[src/source/l2dir_pkg.sv]
// L2 directory geometry shared by the control, panels and top
// Four panels of 64 tag entries, invalidated in groups of 8
`default_nettype none

package l2dir_pkg;

   // Panel order is 0 left-top, 1 right-top, 2 left-bottom, 3 right-bottom
   localparam int NUM_PANELS = 4;

   localparam int NUM_ENTRIES = 64;  // Entries per panel
   localparam int ENTRY_W     = 6;   // Entry index width

   // Entry e sits in group e/8 of eight consecutive entries
   localparam int NUM_GROUPS = 8;
   localparam int GROUP_W    = 3;    // Group index width

   // Panel indices for the read mux wiring
   localparam int PANEL_LT = 0;
   localparam int PANEL_RT = 1;
   localparam int PANEL_LB = 2;
   localparam int PANEL_RB = 3;

endpackage : l2dir_pkg

`default_nettype wire
[src/source/l2dir_panel.sv]
// One L2 directory panel of 64 tags with valid bits
// Registered read, write port and a CAM lookup with grouped invalidate
`timescale 1ns/1ps
`default_nettype none

module l2dir_panel #(
   parameter int TAG_W = 30
) (
   input  wire                              rclk,
   input  wire                              rst,
   input  wire                              rd_en,
   input  wire                              wr_en,
   input  wire                              cam_en,
   input  wire                              warm_rst,    // Clears every valid bit
   input  wire [l2dir_pkg::ENTRY_W-1:0]     entry,       // Read/write index
   input  wire [TAG_W-1:0]                  wr_tag,
   input  wire [TAG_W-1:0]                  lkup_tag,
   input  wire [l2dir_pkg::NUM_GROUPS-1:0]  inval_mask,  // One bit per entry group
   output logic [TAG_W:0]                   rd_entry_c5, // {valid, tag}
   output logic                             lkup_hit_c5
);

   import l2dir_pkg::*;

   // Storage
   logic [TAG_W-1:0]       tags [NUM_ENTRIES];
   logic [NUM_ENTRIES-1:0] vld;

   // CAM results
   logic [NUM_ENTRIES-1:0] match;      // Valid entries equal to lkup_tag
   logic [NUM_ENTRIES-1:0] inval_hit;  // Matches inside a masked group

   // Compare against the state held before this edge
   always_comb begin
      logic [GROUP_W-1:0] grp;
      grp = '0;
      for (int i = 0; i < NUM_ENTRIES; i++) begin
         match[i]     = cam_en & vld[i] & (tags[i] == lkup_tag);
         grp          = GROUP_W'(i >> (ENTRY_W - GROUP_W));  // Upper index bits
         inval_hit[i] = match[i] & inval_mask[grp];
      end
   end

   // Tags change only on a write
   always_ff @(posedge rclk) begin
      if (wr_en) begin
         tags[entry] <= wr_tag;
      end
   end

   // Valid bits
   // Clear beats everything and write beats invalidate
   always_ff @(posedge rclk) begin
      if (rst || warm_rst) begin
         vld <= '0;
      end else begin
         vld <= vld & ~inval_hit;
         if (wr_en) begin
            vld[entry] <= 1'b1;
         end
      end
   end

   // Read port
   // Old contents on a same-cycle write
   always_ff @(posedge rclk) begin
      if (rd_en) begin
         rd_entry_c5 <= {vld[entry], tags[entry]};
      end
   end

   // Any match in this panel
   always_ff @(posedge rclk) begin
      if (rst) begin
         lkup_hit_c5 <= 1'b0;
      end else begin
         lkup_hit_c5 <= |match;
      end
   end

   // The control blocks writes during a clear
   a_no_wr_on_clear : assert property (
      @(posedge rclk) disable iff (rst)
      !(wr_en && warm_rst))
      else $error("l2dir_panel: write and clear in the same cycle");

endmodule : l2dir_panel

`default_nettype wire

[config.mk]
export PLATFORM = sky130hd
export DESIGN_NAME = l2dir_panel
export DESIGN_NICKNAME = d
export VERILOG_FILES = /design/src/source/l2dir_pkg.sv /design/src/source/l2dir_panel.sv
export SDC_FILE = /design/constraint.sdc
export NUM_CORES = 2
export LEC_CHECK = 0
export BUFFER_PORTS_ARGS = -buffer_cell sky130_fd_sc_hd__buf_2
export CAP_MARGIN = 10
export CORE_MARGIN = 2
export CORE_UTILIZATION = 40
export DETAILED_ROUTE_END_ITERATION = 7
export SETUP_SLACK_MARGIN = 0.1
export SLEW_MARGIN = 10
export SYNTH_ARGS = -nofsm -noshare
export SYNTH_HDL_FRONTEND = slang
export SYNTH_SLANG_ARGS = --single-unit
[constraint.sdc]
create_clock -name rclk -period 8.5 [get_ports rclk]
set_input_delay 1.275 -clock rclk [delete_from_list [all_inputs] [get_ports rclk]]
set_output_delay 1.275 -clock rclk [all_outputs]
set_load 0.1 [all_outputs]
==> results.md <==
* Run status: completed
* Period utilization at between 50% and 60%
* Final Hold Violating Endpoints at 0
* Hold path cells at 2
* Cell count of the worst reg-to-reg path at 7
* Pre-Repair DR Iteration Count at 8
* Setup violations, final at 0
* Clock transition at the registers of the reported paths at 0.07 ns
* Setup tns final at 0 ns
* Worst Setup Start Kind: input pin
* CTS Hold Bufs at 0
* Final HPWL DP at between 300000 and 400000 um
* FF-to-FF End: lkup_hit_c5
* Initial Util at about two fifths
* PostCTS Resize Cnt at 0
* Final non-filler cell total at just over 10000
* 1st-iter DRT viols at 14766
* Compound-Gate Fraction of Synth Area at ~10%
* Die width at between 400 and 500 um
* Req. time, crit path at 9.33 ns
* Die area at about 240000 um^2
* First-pass GRT wire length at between 600000 and 700000 um
* FF-to-FF Start: tags[10][20]
* Leak at 0.0330 uW
* Area Growth Syn to Fin at 12.1%
* Placed Cells at approximately 10000
* Hold_sp: vld[34]
* Most frequent cell after synthesis: edfxtp_1
* Setup bufs post-CTS at 0
* Synthesized cell area at roughly 96000 um^2
* Final core occ at between 40 and 50%
* Core area at 238000 um^2
* Post-synthesis xor/xnor area fraction at around 18%
* RSZ-0062 raised after global routing: false
* Number of enable flip-flop cells after synthesis at between 1500 and 2000
* Final Slew Violations at 0
* Slew headroom at 1.63%
* Largest net degree at the start of global routing at 83
* YS warnings at 0
* Fillers at roughly 21000
* Post-Synth Adder-Cell Area at 0%
* CTS Buf Count at 216
* HP Class: flop to flop
* CTS tree: done
* Sink Count at 2016
* Vias per cell at around 6.9
* Area contributors post-synth: edfxtp_1 (61%), xor2_1 (11%), xnor2_1 (6.4%)
* Area fraction of the dominant cell type after synthesis at 61.1%
* # DRC at 0
* Syn_area_per_cell at 14.1 um^2
* Critical path type: input pin to flop
* Detail Route Antenna Nets at 0
* Grt ovf at 0
* Nets@finish at just under 7000
* Root buf cell: clkbuf_16
* H-tree depth at 4
* Mux cell area share after synthesis at 0%
* Top Ports at approximately 110
* Largest family of logic cells by synthesized area: XOR/XNOR gates
* IO buf count at between 100 and 150
* Least-Margin Pin Slew at 1.47 ns
* Via count at 70441
* Avg WL per Cell at between 40 and 50 um
* Simple logic cell fraction of the synthesized area at 6.24%
* Hold endpoint: vld[34]
* Synth top cells by count: edfxtp_1 (1951), xor2_1 (1216), xnor2_1 (704)
* IR drop worst, VDD at between 200 and 250 uV
* Site row count at between 150 and 200
* Fraction of layout cells with a size suffix above 1 at between 10% and 20%
* Pwr/cell area at 217 nW/um^2
* Ys async rst share at 0%
* Total wire length at about 470000 um
* Die Y at around 490 um
* Fmax at approximately 210 MHz
* Min Tclk post-route at between 4 and 5 ns
* Sequential fraction of the synthesis area at 62.4%
* Post-Synthesis Cells at between 6000 and 7000
* Initial antenna violation count at 51
* Critical Path Sink Type: flop
* Primary FF master, synth: edfxtp_1
* Clock buffer depth at 3
* Max_cap viols at 0
* Layout Skew at between 0.06 and 0.07 ns
* Clock Latency Late Sink at 0.90 ns
* Vias in the first global route at roughly 65000
* Leading area contributor after synthesis: edfxtp_1
* Post-synthesis cell type count at 38
* Final GP Congestion at 1.07
* Syn nets at roughly 6900
* CP Data Arrival Time at around 5.5 ns
* Gr usage total at between 30% and 40%
* Crit-path max FO at 32
* Reg2reg setup slack at roughly 5 ns
* Yosys reg bits at 2016
-- where the power goes --
group	internal [uW]	switching [uW]	leakage (uW)
Sequential	11000	82.3	0.0181
Clock	5860	4260	0.00362
Combinational	492	1720	0.0113
-- layer usage --
| layer | track usage, % | part of all wire (%) |
|---|---|---|
| met2 | 54.6 | 43 |
| met1 | 48.1 | 36 |
| met5 | 0 | 0.044 |
| met3 | 11.0 | 14 |
| met4 | 23.2 | 7.5 |
-- worst max-delay path: stages --
cell and delay, ns:
buf_4 0.68, buf_4 0.55, xor2_1 0.14, nor4_1 0.92, nand4_1 0.20, nor4_2 0.92
nor4_1 0.27, nand4_1 0.30, o41a_1 0.20
-- final cells by class --
type                    count  area (um^2)  share of cell area (%)
diodes                     32         80.1                  0.0744
well taps                3167         3960                    3.68
clock buffers             275         5780                    5.37
multi-input cells        4291        33400                    31.0
clock inverters           131         1680                    1.56
flip-flops and latches   2016        59900                    55.7
repair buffers            342         2810                    2.61
inverters                   1         3.75                 0.00349
-- logic make-up after synthesis --
kind of cell              count (synthesis)
AOI/OAI and AO/OA                      1305
and+or+nand+nor                        1066
DFF                                    2016
xor gates and xnor gates               1920
buffers and inverters                   489
-- registers in the layout, indices dropped and copies added, names as in the netlist --
signal and cells:
lkup_hit_c5 1, rd_entry_c5 31, tags 1920, vld 64
-- placed cells by master, fill, tap and decap left out, types with 8 or more instances in the layout --
| cell | n |
|---|---|
| edfxtp_1 | 1951 |
| xor2_1 | 1216 |
| xnor2_1 | 704 |
| a22oi_1 | 588 |
| nor4_1 | 408 |
| nand4_1 | 308 |
| buf_4 | 263 |
| clkbuf_16 | 221 |
| a22o_1 | 202 |
| a221oi_1 | 198 |
| a31oi_1 | 193 |
| nand2_1 | 144 |
| a21oi_1 | 111 |
| nor2_4 | 66 |
| nor2_1 | 66 |
| dfxtp_1 | 65 |
| buf_2 | 50 |
| clkbuf_1 | 49 |
| clkinv_2 | 37 |
| bufinv_16 | 34 |
| diode_2 | 32 |
| buf_12 | 29 |
| nor4_2 | 27 |
| clkinv_1 | 27 |
| nand3_1 | 23 |
| clkinvlp_4 | 11 |
| inv_6 | 8 |
-- stage by stage --
| stage | cell area, um^2 | total power [uW] | worst slack [ns] | hold slack (ns) |
|---|---|---|---|---|
| 2_1_floorplan | 95900 | 12300 | 4.36 | 0.479 |
| 3_3_place_gp | 99900 | 13400 | 2.51 | 0.493 |
| 3_5_place_dp | 100000 | 13400 | 3.22 | 0.505 |
| 4_1_cts | 107000 | 23300 | 4.13 | 0.521 |
| 5_1_grt | 108000 | 23700 | 4.10 | 0.551 |
| 6_report | 108000 | 23400 | 3.78 | 0.519 |
-- how the worst max path moves through the flow --
stage / from / end / cells past startpoint
after global placement: lkup_tag[13] / lkup_hit_c5 / 9
final: lkup_tag[20] / lkup_hit_c5 / 9
after global routing: lkup_tag[20] / lkup_hit_c5 / 9
after CTS: lkup_tag[19] / lkup_hit_c5 / 9
after detailed placement: lkup_tag[19] / lkup_hit_c5 / 9
after floorplan: entry[1] / tags[17][0] / 7
Note: power is estimated with default switching activity, not from simulation.
