===== config.mk =====
export PLATFORM = sky130hd
export DESIGN_NAME = l2dir_rd_mux
export DESIGN_NICKNAME = d
export VERILOG_FILES = /design/src/source/l2dir_rd_mux.sv
export SDC_FILE = /design/constraint.sdc
export NUM_CORES = 1
export LEC_CHECK = 0
export BUFFER_PORTS_ARGS = -buffer_cell sky130_fd_sc_hd__buf_2
export CAP_MARGIN = 20
export CORE_MARGIN = 3
export CORE_UTILIZATION = 37
export CTS_BUF_LIST = sky130_fd_sc_hd__clkbuf_4 sky130_fd_sc_hd__clkbuf_8 sky130_fd_sc_hd__clkbuf_16
export DETAILED_ROUTE_END_ITERATION = 8
export PLACE_DENSITY = 0.76
export SYNTH_ARGS = -nofsm -noshare
export SYNTH_HDL_FRONTEND = slang
export SYNTH_SLANG_ARGS = --single-unit

===== constraint.sdc =====
create_clock -name rclk -period 0.8 [get_ports rclk]
set_input_delay 0.16 -clock rclk [delete_from_list [all_inputs] [get_ports rclk]]
set_output_delay 0.16 -clock rclk [all_outputs]
set_load 0.02 [all_outputs]

===== src/source/l2dir_rd_mux.sv =====
// L2 directory read-data select
// Top/bottom per side at c5, then left/right at c6
`timescale 1ns/1ps
`default_nettype none

module l2dir_rd_mux #(
   parameter int TAG_W = 30
) (
   input  wire             rclk,
   input  wire             rst,
   input  wire [TAG_W:0]   rd_entry_lt_c5,
   input  wire [TAG_W:0]   rd_entry_rt_c5,
   input  wire [TAG_W:0]   rd_entry_lb_c5,
   input  wire [TAG_W:0]   rd_entry_rb_c5,
   input  wire             sel0_c5,       // Left-top when high
   input  wire             sel1_c5,       // Right-top when high
   input  wire             sel_left_c6,
   input  wire             sel_right_c6,
   output logic [TAG_W:0]  rd_data_c6     // {valid, tag}
);

   logic [TAG_W:0] left_c5, right_c5;
   logic [TAG_W:0] left_c6, right_c6;

   // Per-side top/bottom pick
   assign left_c5  = sel0_c5 ? rd_entry_lt_c5 : rd_entry_lb_c5;
   assign right_c5 = sel1_c5 ? rd_entry_rt_c5 : rd_entry_rb_c5;

   // Side words into c6
   always_ff @(posedge rclk) begin
      left_c6  <= left_c5;
      right_c6 <= right_c5;
   end

   // AND-OR select gives zero when no read lands
   assign rd_data_c6 = ({(TAG_W+1){sel_left_c6}}  & left_c6) |
                       ({(TAG_W+1){sel_right_c6}} & right_c6);

   // Holds only while the control keeps one read per cycle
   a_one_side : assert property (
      @(posedge rclk) disable iff (rst)
      !(sel_left_c6 && sel_right_c6))
      else $error("l2dir_rd_mux: left and right selected together");

endmodule : l2dir_rd_mux

`default_nettype wire


==> results of run 1 <==
## layer usage
| layer | track usage [%] | up-vias |
|---|---|---|
| met5 | 0 | - |
| met4 | 9.78 | 0 |
| met3 | 5.34 | 13 |
| met2 | 30.5 | 98 |
| met1 | 18.2 | 867 |
| li1 | - | 942 |
## worst max path at each step
stage,from,to,slack (ps)
final,left_c6[8],rd_data_c6[8],-340
after global routing,left_c6[26],rd_data_c6[26],-390
after floorplan,sel_left_c6,rd_data_c6[0],50
after detailed placement,sel_left_c6,rd_data_c6[11],-460
after CTS,left_c6[8],rd_data_c6[8],-370
after global placement,sel_left_c6,rd_data_c6[11],-450
## per-stage QoR
stage	hold slack, ps	util (%)	cell area (sq um)	setup WS [ps]	setup TNS [ps]
after floorplan	304	-	2310	51.7	0
after global placement	385	53.1	3180	-449	-20560
after detailed placement	388	53.1	3180	-462	-21430
after CTS	32.4	60.7	3640	-365	-10760
final	52.5	60.7	3640	-343	-10000
after global routing	37.1	60.7	3640	-393	-11490
## layout make-up
type,count,area (sq um)
flip-flops and latches,62,1240
repair buffers,163,1070
fillers,496,2350
multi-input cells,93,970
clock buffers,13,166
clock inverters,3,90.1
well taps,75,93.8
## Yosys cell counts, drive strengths merged
cell / n
dfxtp: 62
mux2: 62
a22o: 31
buf: 12
## logic make-up (layout without fill, tap and decap cells)
family	Yosys count	count (layout)	synth area share, %
flops	62	62	53.8
buf+inv	12	179	4.23
compound gates	31	31	11.8
mux	62	62	30.2
## sequential cells by signal (all words and copies together) (netlist names)
signal	count
left_c6	31
right_c6	31
## repair_timing
item / 4_1_cts / 5_1_grt
hold buffers: 0 / 0
endpoints found under the setup margin: 31 / 31
gates resized for setup: 66 / 0
pin swaps: 30 / 0
## power groups by stage
stage               Combinational (mW)  Clock [mW]  Sequential, mW
floorplan                        0.716           0            3.45
global placement                  1.22           0            3.47
detailed placement                1.24           0            3.48
CTS                               1.47        3.50            3.41
global route                      1.56        3.64            3.43
finish                            1.45        3.42            3.41
==> qor.csv, run 1 <==
stage,metric,value,unit
setup_path,crit_buf_inv,1,
timing,max_slew_margin,76.1,%
timing,drv_slew,0,
power,p_int,6.52,mW
routing,vias,1920,
floorplanning,row_count,28,
routing,wl_per_cell,14.8,um
setup_path,slowest_delay,310,ps
floorplanning,core_area,0.00599,sq mm
logic_synthesis,syn_inst,167,
global_routing,grt_max_degree,32,
routing,drt_wl_total,6.05,mm
power,netSwitchingPower,1.75,mW
floorplanning,die_width,85.0,um
clock_network,tritoncts,done,
clock_network,path_clk_slew,70,ps
logic_synthesis,synth-seq-cells,62,
layout,mostFrequentLayoutCells,"126 x buf_2, 62 x mux2_2, 60 x dfxtp_1, 31 x a22o_1, 31 x buf_6",
floorplanning,initial_core_util,38.5,%
routing,via_per_inst,4.69,
setup_path,critical_path_depth,2,
timing,layout_setup_ws,-343,ps
setup_path,crit_fanout,1,
power,p_leak,1.75,nW
global_routing,grt_pass1_vias,2094,
power,vdd_ir_drop_max,1.93,mV
global_routing,antenna_found_initial,0,
global_routing,grt_use_total,17.3,%
logic_synthesis,syn_area,0.00231,sq mm
layout,fin_nets,459,
min_path,worstHoldEndpoint,left_c6[21],
power,pwr-share-clk,41.3,%
placement,port_buffers,159,
min_path,hp-class,in -> reg,
routing,top_layer_used,met4,
setup_path,cp-end-kind,primary output,
floorplanning,pin_count,161,
routing,firstDrtPassIters,4,
routing,remaining_drc_errors,0,
floorplanning,die_area,0.00722,sq mm
setup_path,critPathArrivalTime,980,ps
logic_synthesis,synth_top_cell_area_share,53.8,%
flow_run,max_cap_violations,0,
clock_network,clkSinkCount,62,
routing,met3_length,527,um
timing,hold_viol_final,0,
power,powerDensity,2270,mW/mm^2
logic_synthesis,yosys.cell_types.count,5,
clock_network,clockBufferDepth,2,
routing,met2_wirelength,3.13,mm
power,power_frac_comb,17.5,%
power,total_power,8.27,mW
placement,dp_hpwl,4.49,mm
setup_path,crit_path_top_delay_cell,dfxtp_1,
setup_path,path_class,reg -> out,
layout,final_cells,409,
clock_network,h-tree-depth,3,
layout,areaGrowthSynthToFinish,57.6,%
logic_synthesis,synth.largest_area_cell,dfxtp_1,
power,power_frac_seq,41.2,%
logic_synthesis,ys_warn_count,0,
timing,worstMarginPinSlew,359,ps
logic_synthesis,syn_avg_cell_area,13.8,sq um
run_status,status,finished with violations,
layout,drive_gt1_share,72.8,%
setup_path,startpoint_type,register,
run_status,violations,negative setup slack,
layout,diodes,0,
clock_network,postCtsSetupBuffers,0,
logic_synthesis,syn_nets,297,
logic_synthesis,ys_top_cells_by_area,"dfxtp_1 54%, mux2_2 30%, a22o_1 12%",
setup_path,crit_required,640,ps
floorplanning,dieHeight,85.0,um
routing,antenna_left,0,
timing,max_freq,875,MHz
timing,min_period_over_period,143,%
setup_path,crit_chain,a22o_1 -> buf_6,
min_path,holdPathStages,2,
placement,place_inst,393,
clock_network,root_buffer,clkbuf_8,
global_routing,grt_overflow,0,
clock_network,numCtsBuffers,9,
setup_path,path_delay_family,flip-flops,
layout,layout_commonest_cell,buf_2,
power,switching_share,21.2,%
timing,rsz0062_at_grt,true,
logic_synthesis,seq_area_frac_synth,53.8,%
min_path,hold_start,rd_entry_lt_c5[21],
timing,setup_viol,31,
routing,drt_iter0_drc,25,
routing,m1WireLength,2.22,mm
global_routing,grt_pass1_wl,9.59,mm
placement,place_congestion,0.693,
timing,fin_crit,1140,ps
(Power assumes the default switching activity.)
==> run 2, diff against run 1 <==
--- a/config.mk
+++ b/config.mk
@@ -12,6 +12,7 @@
 export CTS_BUF_LIST = sky130_fd_sc_hd__clkbuf_4 sky130_fd_sc_hd__clkbuf_8 sky130_fd_sc_hd__clkbuf_16
 export DETAILED_ROUTE_END_ITERATION = 8
 export PLACE_DENSITY = 0.76
+export RECOVER_POWER = 25
 export SYNTH_ARGS = -nofsm -noshare
 export SYNTH_HDL_FRONTEND = slang
 export SYNTH_SLANG_ARGS = --single-unit
==> run 2 against run 1 <==
The run still ends with negative setup slack left. Clock-buffer cell count is the same. Sequential power is essentially flat. Non-clock buffer count is the same. Via count grew 0.16%. Sequential share of layout area grew 0.27 points. Design area shrank 0.79%. Flip-flop and latch count is the same. Worst hold slack is essentially flat. Die area is the same. Core utilization shrank 0.48 points. Fmax is essentially flat. Largest cell class unchanged. Highest routed layer unchanged.
==> qor.csv, run 2 (synthesis results as in run 1) <==
stage,metric,value,unit
global_routing,antenna_found_initial,0,
setup_path,cp-end-kind,primary output,
global_routing,grt_overflow,0,
global_routing,grt_pass1_wl,9.59,mm
clock_network,ctsHoldBuffers,0,
clock_network,postCtsSetupBuffers,0,
clock_network,tritoncts,done,
power,total_power,8.26,mW
timing,max_freq,875,MHz
flow_run,max_cap_violations,0,
setup_path,crit_fanout,1,
layout,postLayoutCellArea,0.00361,sq mm
timing,max_slew_margin,76.0,%
setup_path,crit_buf_inv,1,
power,pwr-share-clk,41.4,%
timing,drv_slew,0,
timing,layout_setup_ws,-343,ps
run_status,violations,negative setup slack,
timing,min_period_over_period,143,%
power,power_frac_seq,41.3,%
power,p_leak,1.74,nW
setup_path,path_class,reg -> out,
setup_path,crit_required,640,ps
timing,worstMarginPinSlew,360,ps
layout,mostFrequentLayoutCells,"125 x buf_2, 62 x mux2_2, 60 x dfxtp_1, 31 x a22o_1, 31 x buf_6",
floorplanning,pin_count,161,
run_status,status,finished with violations,
setup_path,slowest_delay,310,ps
clock_network,numCtsBuffers,9,
power,powerDensity,2290,mW/mm^2
timing,rsz0062_at_grt,true,
clock_network,h-tree-depth,3,
power,netSwitchingPower,1.75,mW
setup_path,path_delay_family,flip-flops,
routing,via_per_inst,4.70,
placement,dp_hpwl,4.49,mm
timing,hold_viol_final,0,
floorplanning,initial_core_util,38.5,%
layout,finalCoreUtilization,60.3,%
routing,antenna_left,0,
min_path,hp-class,in -> reg,
floorplanning,row_count,28,
routing,wl_per_cell,14.8,um
setup_path,startpoint_type,register,
global_routing,grt_use_total,17.3,%
layout,diodes,0,
clock_network,root_buffer,clkbuf_8,
clock_network,path_clk_slew,70,ps
placement,placed_area,0.00318,sq mm
layout,largestRegisters,"left_c6 x31, right_c6 x31",
timing,setup_viol,31,
floorplanning,die_area,0.00722,sq mm
power,p_int,6.50,mW
routing,firstDrtPassIters,4,
layout,fin_nets,459,
routing,drt_wl_total,6.07,mm
setup_path,crit_chain,a22o_1 -> buf_6,
power,switching_share,21.2,%
routing,drt_iter0_drc,24,
placement,place_congestion,0.693,
layout,layout_commonest_cell,buf_2,
timing,fin_crit,1140,ps
floorplanning,core_area,0.00599,sq mm
global_routing,grt_max_degree,32,
global_routing,grt_pass1_vias,2094,
setup_path,crit_path_top_delay_cell,dfxtp_1,
clock_network,clockBufferDepth,2,
routing,vias,1923,
clock_network,clkSinkCount,62,
timing,tns,-10010,ps
routing,remaining_drc_errors,0,
layout,areaGrowthSynthToFinish,56.4,%
power,vdd_ir_drop_max,1.94,mV
layout,drive_gt1_share,72.5,%
placement,port_buffers,159,
layout,fillers,499,
floorplanning,die_width,85.0,um
floorplanning,dieHeight,85.0,um
timing,fin_hold_ws,52.0,ps
setup_path,critPathArrivalTime,980,ps
power,power_frac_comb,17.3,%
## run 2: cell types whose count changed in the layout (fill, tap and decap cells not counted)
cell / before / now
buf_12: 4 / 2
clkbuf_2: 0 / 1
clkbuf_1: 0 / 1
buf_2: 126 / 125
clkbuf_4: 2 / 3
## run 2: worst paths after layout
kind                  depth (start not counted)  slack (ps)            end                from
worst max-delay path                          2        -340  rd_data_c6[8]          left_c6[8]
worst min-delay path                          2          50    left_c6[21]  rd_entry_lt_c5[21]
## run 2: stage by stage
stage               setup slack [ps]  cells
floorplan                       51.7    167
global placement                -449    393
global route                    -393    409
detailed placement              -462    393
CTS                             -365    409
finish                          -343    409
## run 2: repair_timing
action,CTS,global route
pin swaps,30,0
resized for setup,66,0
setup endpoints to repair,31,31
## run 2: area by class of cell
cell class	instances	area, sq um	share of cell area, %
Clock buffer	13	166	4.61
Sequential cell	62	1240	34.5
Clock inverter	3	90.1	2.50
Multi-Input combinational cell	93	970	26.9
Timing Repair Buffer	163	1050	29.0
Tap cell	75	93.8	2.60
## run 2: metal layers
layer / share of wire [%] / track usage [%] / vias up
li1: - / - / 942
met1: 37 / 18.2 / 870
met2: 52 / 30.5 / 98
met3: 8.6 / 5.34 / 13
met4: 2.8 / 9.78 / 0
met5: 0 / 0 / -
## run 2: power by group through the flow
stage / Sequential [mW] / Combinational (mW) / Clock, mW
after CTS: 3.41 / 1.47 / 3.50
after global routing: 3.43 / 1.54 / 3.64
final: 3.41 / 1.43 / 3.42
after floorplan: 3.45 / 0.716 / 0
after detailed placement: 3.48 / 1.24 / 0
after global placement: 3.47 / 1.22 / 0
