File: config.mk
export PLATFORM = sky130hd
export DESIGN_NAME = l2dir_ctl
export DESIGN_NICKNAME = d
export VERILOG_FILES = /design/src/source/l2dir_pkg.sv /design/src/source/l2dir_ctl.sv
export SDC_FILE = /design/constraint.sdc
export NUM_CORES = 1
export LEC_CHECK = 0
export BUFFER_PORTS_ARGS = -buffer_cell sky130_fd_sc_hd__clkbuf_2
export CORE_MARGIN = 10
export CORE_UTILIZATION = 25
export CTS_CLUSTER_SIZE = 16
export DETAILED_ROUTE_END_ITERATION = 16
export PLACE_DENSITY = 0.69
export SLEW_MARGIN = 20
export SYNTH_ARGS = -nofsm -noshare
export SYNTH_HDL_FRONTEND = slang
export SYNTH_SLANG_ARGS = --single-unit
File: constraint.sdc
create_clock -name rclk -period 0.8 [get_ports rclk]
set_clock_uncertainty 0.1 [all_clocks]
set_input_delay 0.12 -clock rclk [delete_from_list [all_inputs] [get_ports rclk]]
set_output_delay 0.12 -clock rclk [all_outputs]
set_load 0.02 [all_outputs]
File: src/source/l2dir_pkg.sv
// L2 directory geometry shared by the control, panels and top
// Four panels of 64 tag entries, invalidated in groups of 8
`default_nettype none

package l2dir_pkg;

   // Panel order is 0 left-top, 1 right-top, 2 left-bottom, 3 right-bottom
   localparam int NUM_PANELS = 4;

   localparam int NUM_ENTRIES = 64;  // Entries per panel
   localparam int ENTRY_W     = 6;   // Entry index width

   // Entry e sits in group e/8 of eight consecutive entries
   localparam int NUM_GROUPS = 8;
   localparam int GROUP_W    = 3;    // Group index width

   // Panel indices for the read mux wiring
   localparam int PANEL_LT = 0;
   localparam int PANEL_RT = 1;
   localparam int PANEL_LB = 2;
   localparam int PANEL_RB = 3;

endpackage : l2dir_pkg

`default_nettype wire
File: src/source/l2dir_ctl.sv
// L2 directory control
// Turns the c4 request into panel enables and pipes read selects to c5/c6
`timescale 1ns/1ps
`default_nettype none

module l2dir_ctl (
   input  wire                              rclk,
   input  wire                              rst,
   // c4 request
   input  wire                              rd_en,
   input  wire                              wr_en,
   input  wire [l2dir_pkg::NUM_PANELS-1:0]  rw_dec,      // One-hot panel select
   input  wire [l2dir_pkg::ENTRY_W-1:0]     rw_entry,
   input  wire [l2dir_pkg::NUM_PANELS-1:0]  lkup_en,
   input  wire [l2dir_pkg::NUM_GROUPS-1:0]  inval_mask,
   input  wire                              dir_clear,
   // To the panels
   output logic [l2dir_pkg::NUM_PANELS-1:0] rd_data_en_c4,
   output logic [l2dir_pkg::NUM_PANELS-1:0] wr_data_en_c4,
   output logic [l2dir_pkg::NUM_PANELS-1:0] cam_en_c4,
   output logic [l2dir_pkg::ENTRY_W-1:0]    rw_entry_c4,
   output logic [l2dir_pkg::NUM_GROUPS-1:0] inval_mask_c4,
   output logic                             warm_rst_c4,
   // To the read mux
   output logic                             rd_data_sel0_c5,      // Left-top over left-bottom
   output logic                             rd_data_sel1_c5,      // Right-top over right-bottom
   output logic                             rd_data_sel_left_c6,
   output logic                             rd_data_sel_right_c6,
   output logic                             rd_valid_c6
);

   import l2dir_pkg::*;

   logic [NUM_PANELS-1:0] rd_data_en_c5;  // Read enables one stage on
   logic                  rd_data_sel_left_c5;
   logic                  rd_data_sel_right_c5;

   assign warm_rst_c4 = dir_clear;  // Clear drives the panel valid reset

   // Panel enables
   assign rd_data_en_c4 = {NUM_PANELS{rd_en}} & rw_dec;
   assign wr_data_en_c4 = {NUM_PANELS{wr_en & ~warm_rst_c4}} & rw_dec;  // No write over a clear
   assign cam_en_c4     = lkup_en;

   assign rw_entry_c4   = rw_entry;    // Shared entry index
   assign inval_mask_c4 = inval_mask;

   // c4 -> c5
   always_ff @(posedge rclk) begin
      if (rst) begin
         rd_data_en_c5 <= '0;
      end else begin
         rd_data_en_c5 <= rd_data_en_c4;
      end
   end

   // Top/bottom choice per side
   assign rd_data_sel0_c5 = rd_data_en_c5[PANEL_LT];
   assign rd_data_sel1_c5 = rd_data_en_c5[PANEL_RT];

   // Side that holds the read
   assign rd_data_sel_left_c5  = rd_data_en_c5[PANEL_LT] | rd_data_en_c5[PANEL_LB];
   assign rd_data_sel_right_c5 = rd_data_en_c5[PANEL_RT] | rd_data_en_c5[PANEL_RB];

   // c5 -> c6
   always_ff @(posedge rclk) begin
      if (rst) begin
         rd_data_sel_left_c6  <= 1'b0;
         rd_data_sel_right_c6 <= 1'b0;
         rd_valid_c6          <= 1'b0;
      end else begin
         rd_data_sel_left_c6  <= rd_data_sel_left_c5;
         rd_data_sel_right_c6 <= rd_data_sel_right_c5;
         rd_valid_c6          <= |rd_data_en_c5;  // Read lands at c6
      end
   end

   // A read or write names at most one panel
   a_rw_dec_onehot : assert property (
      @(posedge rclk) disable iff (rst)
      (rd_en || wr_en) |-> $onehot0(rw_dec))
      else $error("l2dir_ctl: rw_dec not one-hot on a read or write");

endmodule : l2dir_ctl

`default_nettype wire

==> results of run 1 <==
-- state kept, by name (all words and copies together) (netlist names) --
signal and cells:
rd_data_en_c5 4, rd_data_sel_left_c6 1, rd_data_sel_right_c6 1, rd_valid_c6 1
-- kinds of logic (layout without fill, tap and decap cells) --
logic type	count (synthesis)	after routing	share of synthesized area, %
buf+inv	19	27	35.19
simple gates	18	18	29.01
flops	7	7	34.57
compound gates	1	1	1.233
-- area by class of cell --
type	count	area (µm²)	area share (%)
well taps	16	20.02	3.463
repair buffers	23	245.2	42.42
multi-input cells	19	140.1	24.24
flip-flops and latches	7	146.4	25.32
clock buffers	4	26.28	4.545
-- power breakdown --
part | internal (W) | total (W) | switching [W]
combinational | 0.000131 | 0.000227 | 0.0000964
clock | 0.000190 | 0.000309 | 0.000119
sequential | 0.000369 | 0.000378 | 0.00000945
total | 0.000689 | 0.000914 | 0.000225
-- final timing paths --
path	startpoint	end	slack [ns]	cells after the start
hold reg to reg	rd_data_en_c5[2]	rd_data_sel_left_c6	0.34	2
setup reg to reg	rd_data_en_c5[1]	rd_valid_c6	0.05	2
hold / removal	rst	rd_data_sel_left_c6	0.009	2
setup / recovery	rd_data_en_c5[0]	rd_data_sel0_c5	-0.11	1
-- per-stage QoR --
stage | std cells | TNS, ns | util (%) | instance area, µm²
after floorplan | 45 | 0 | - | 405.4
after detailed placement | 64 | -0.3149 | 25.78 | 392.9
after global routing | 69 | -0.8916 | 37.93 | 578.1
final | 69 | -0.6274 | 37.93 | 578.1
after global placement | 64 | -0.2814 | 25.78 | 392.9
after CTS | 69 | -0.9090 | 33.50 | 510.5
-- synthesized netlist by cell type, drive strengths merged --
library cell  instances  area [µm²]
nor2b                 2       22.52
a21oi                 1       5.000
buf                  19       142.6
dfxtp                 7       140.1
and2                 12       80.08
nor2                  4       15.01
-- cell usage in the layout (no fill, tap or decap), types with 2 or more instances in the layout --
master,n
nor2_1,4
clkbuf_4,3
dfxtp_1,2
and2_2,2
buf_8,9
and2_4,6
buf_6,6
clkbuf_2,6
and2_1,4
nor2b_4,2
dfxtp_2,5
-- routing by layer --
metal,share of wire (%),global-route usage (%)
met4,0,1.282
met5,0,0
met3,23,6.780
met2,48,7.647
met1,29,3.656
-- repair_timing --
| action | CTS | global route |
|---|---|---|
| gates resized for setup | 22 | 34 |
| setup endpoints to repair | 9 | 13 |
| pin swaps | 4 | 4 |
| buffers inserted | 1 | 0 |
==> flow_summary.json, run 1 <==
{
  "result_of_the_run": "finished with violations",
  "failed_checks": "setup timing",
  "grtUsageTotal_pct": 5.011,
  "critical_path.slowest_cell": "dfxtp_2",
  "finalHoldViolations": 0,
  "timing.max_cap.violations": 0,
  "num_io_pins": 59,
  "clkSlewWorstSetupHoldPaths_ns": 0.05,
  "dr_total_vias": 286,
  "yosysSeqAreaShare_pct": 34.57,
  "cp.arrival_ns": 0.69,
  "rsz0062_at_grt": "yes",
  "clock-root-buffer": "clkbuf_4",
  "drt.antenna.violating_nets": 0,
  "die_width_um": 60.27,
  "cts_buffers": 3,
  "post-layout-total-power_w": 0.0009144,
  "die_area_um2": 3632,
  "hold_class": "input pin to register",
  "globalplace.congestion": 0.6563,
  "worst-endpoint-required_ns": 0.58,
  "final_layout_size_suffix_gt1_share_pct": 77.36,
  "timing.critical_path.slowest_cell_delay_ns": 0.32,
  "clockBufferDepth": 2,
  "drc": 0,
  "antenna_found_initial": 0,
  "setup-violations-final": 9,
  "cellPowerDensity_nw_per_um2": 1582,
  "antenna-diode-count": 0,
  "insertion_delay_ns": 0.25,
  "worstPathCellList": "buf_8",
  "cell_variety_after_synth": 8,
  "holdBufCountCts": 0,
  "finalHoldWorstSlack_ns": 0.008927,
  "maxClockFrequency_ghz": 1.102,
  "critical_path_class": "register to output pin",
  "clock-sinks": 7,
  "cp-start-kind": "register",
  "die_height_um": 60.27,
  "vdd.ir_drop.worst_v": 0.0005304,
  "pre_cts_ws_ns": -0.08323,
  "slew_at_the_pin_closest_to_its_max_slew_limit_ns": 0.1250,
  "ctsHtreeMaxLevel": 1,
  "syn-instance-count": 45,
  "timing.final.crit_share_pct": 113.4,
  "grt_overflow_total": 0,
  "yosys_warnings": 0,
  "post_synth.cell_area_avg_um2": 9.009,
  "cts_tree": "built",
  "route.final.wire_length_um": 941,
  "drt_first_pass_iters": 1,
  "cpLargestDelayFamily": "flip-flops",
  "grt_max_degree": 6,
  "area_delta_synth_final_pct": 42.59,
  "finalNetCount": 81,
  "post-route-min-period_ns": 0.9076,
  "detail_route.iter0.violations": 0,
  "syn_nets": 72,
  "critPathMaxFanout": 2,
  "mappedNetlistArea_um2": 405.4,
  "synth.ff_latch_count": 7,
  "initial_core_utilization_pct": 26.60,
  "post-route-worst-setup-slack_ns": -0.1076,
  "global_route_wire_length_before_repair_um": 1345,
  "post_drt_via_cell_ratio": 4.145,
  "total_number_of_placement_rows": 14,
  "slew_violations": 0,
  "max_slew_margin_pct": 91.64,
  "port-buffer-count": 22,
  "layout.filler_cells": 161,
  "grt_pass1_vias": 298,
  "critical_path.endpoint_type": "output pin",
  "p_leak_nw": 0.2777,
  "drt_wl_cell_um": 13.64,
  "critPathBufInv": 1,
  "coreArea_um2": 1524
}
(Power assumes the default switching activity.)
==> run 2: changes to the inputs <==
--- a/config.mk
+++ b/config.mk
@@ -11,6 +11,8 @@
 export CTS_CLUSTER_SIZE = 16
 export DETAILED_ROUTE_END_ITERATION = 16
 export PLACE_DENSITY = 0.69
+export RECOVER_POWER = 50
+export SKIP_CTS_REPAIR_TIMING = 1
 export SLEW_MARGIN = 20
 export SYNTH_ARGS = -nofsm -noshare
 export SYNTH_HDL_FRONTEND = slang
==> flow_summary.json, run 2 (synthesis gave the netlist of run 1 again) <==
{
  "setup-violations-final": 9,
  "die_width_um": 60.27,
  "critPathCapture": "rd_data_sel0_c5",
  "grtUsageTotal_pct": 5.011,
  "detail_route.iter0.violations": 0,
  "slew_at_the_pin_closest_to_its_max_slew_limit_ns": 0.1251,
  "cellPowerDensity_nw_per_um2": 1663,
  "clock-root-buffer": "clkbuf_4",
  "commonest_cells_after_routing_fill_and_taps_aside": "buf_6 (15), and2_4 (6), clkbuf_2 (6)",
  "timing.max_cap.violations": 0,
  "pre_cts_ws_ns": -0.08323,
  "critical_path_depth": 1,
  "drt.antenna.violating_nets": 0,
  "result_of_the_run": "finished with violations",
  "worst-endpoint-required_ns": 0.58,
  "drt_wl_cell_um": 13.56,
  "ctsHtreeMaxLevel": 1,
  "critical_path.slowest_cell": "dfxtp_2",
  "finalHoldViolations": 0,
  "post-route-worst-setup-slack_ns": -0.1024,
  "critPathBufInv": 1,
  "clock-sinks": 7,
  "hold_class": "input pin to register",
  "timing.critical_path.slowest_cell_delay_ns": 0.32,
  "num_io_pins": 59,
  "drt_first_pass_iters": 1,
  "cp-start-kind": "register",
  "cpLargestDelayFamily": "flip-flops",
  "critical_path_class": "register to output pin",
  "die_area_um2": 3632,
  "final.setup.tns_ns": -0.5702,
  "insertion_delay_ns": 0.25,
  "globalplace.congestion": 0.6563,
  "final_layout_size_suffix_gt1_share_pct": 76.92,
  "antenna_found_initial": 0,
  "drc": 0,
  "die_height_um": 60.27,
  "most_common_library_cell_in_the_layout_ignoring_fill_and_taps": "buf_6",
  "critical_path.endpoint_type": "output pin",
  "maxClockFrequency_ghz": 1.108,
  "route.final.wire_length_um": 922,
  "vdd.ir_drop.worst_v": 0.0005356,
  "coreArea_um2": 1524,
  "post-layout-total-power_w": 0.0008929,
  "initial_core_utilization_pct": 26.60,
  "rsz0062_at_grt": "yes",
  "clockBufferDepth": 2,
  "grt_overflow_total": 0,
  "critPathMaxFanout": 2,
  "largest_register_ff_count": 4,
  "total_number_of_placement_rows": 14,
  "failed_checks": "setup timing",
  "antenna-diode-count": 0,
  "port-buffer-count": 22,
  "post_drt_via_cell_ratio": 4.176,
  "finalNetCount": 80,
  "p_leak_nw": 0.2628,
  "grt_max_degree": 6,
  "worstPathCellList": "buf_6",
  "dr_total_vias": 284,
  "grt_pass1_vias": 284,
  "slew_violations": 0,
  "cts_tree": "built",
  "flop2flop_setup_slack_ns": 0.06,
  "startpoint_of_the_lowest_slack_register_to_register_path": "rd_data_en_c5[1]",
  "max_flop_register": "rd_data_en_c5",
  "r2r-end": "rd_valid_c6",
  "area_delta_synth_final_pct": 32.41,
  "critPathLaunch": "rd_data_en_c5[0]",
  "clkSlewWorstSetupHoldPaths_ns": 0.05,
  "global_route_wire_length_before_repair_um": 1331,
  "max_slew_margin_pct": 91.63,
  "post-route-min-period_ns": 0.9024,
  "rr_worst_depth": 2,
  "timing.final.crit_share_pct": 112.8,
  "cp.arrival_ns": 0.68,
  "cts_buffers": 3
}
==> run 2: cell type report <==
class                      count  area [µm²]
fill                         163       987.2
clock buffer                   4       26.28
tap                           16       20.02
timing repair buffer          22       203.9
sequential                     7       146.4
multi-input combinational     19       140.1
==> run 2: per-stage QoR <==
step	std cells	utilization, %	instance area, µm²	hold slack [ns]
floorplan	45	-	405.4	0.08907
global placement	64	25.78	392.9	0.1401
detailed placement	64	25.78	392.9	0.1401
CTS	68	27.50	419.2	0.0008485
global route	68	35.22	536.8	0.006918
finish	68	35.22	536.8	0.008125
==> run 2: how the worst min path moves through the flow <==
stage                                      to  slack [ns]           from  depth (start not counted)
after global routing         rd_data_en_c5[2]       0.007      rw_dec[2]                          2
after floorplan                   rd_valid_c6        0.09            rst                          1
after detailed placement     inval_mask_c4[5]        0.14  inval_mask[5]                          0
final                     rd_data_sel_left_c6       0.008            rst                          2
after global placement       inval_mask_c4[5]        0.14  inval_mask[5]                          0
after CTS                    rd_data_en_c5[0]      0.0008      rw_dec[0]                          2
==> run 2: worst reg2reg max path: cells and delay by family, from the launching register on <==
| kind | cells | cell delay (ns) |
|---|---|---|
| and+or+nand+nor | 1 | 0.13 |
| AOI/OAI and AO/OA | 1 | 0.08 |
| DFF | 1 | 0.32 |
==> run 2: layer usage <==
layer | vias up | part of all wire (%) | track usage [%]
met1 | 126 | 30 | 4.009
met4 | 0 | 0 | 1.282
met5 | - | 0 | 0
met3 | 0 | 22 | 6.568
li1 | 131 | - | -
met2 | 27 | 48 | 7.353
==> run 2: power breakdown <==
part	leakage [nW]	internal, W	switching, W
registers	0.0595	0.000369	0.00000712
clock network	0.0150	0.000190	0.000120
logic	0.188	0.000113	0.0000937
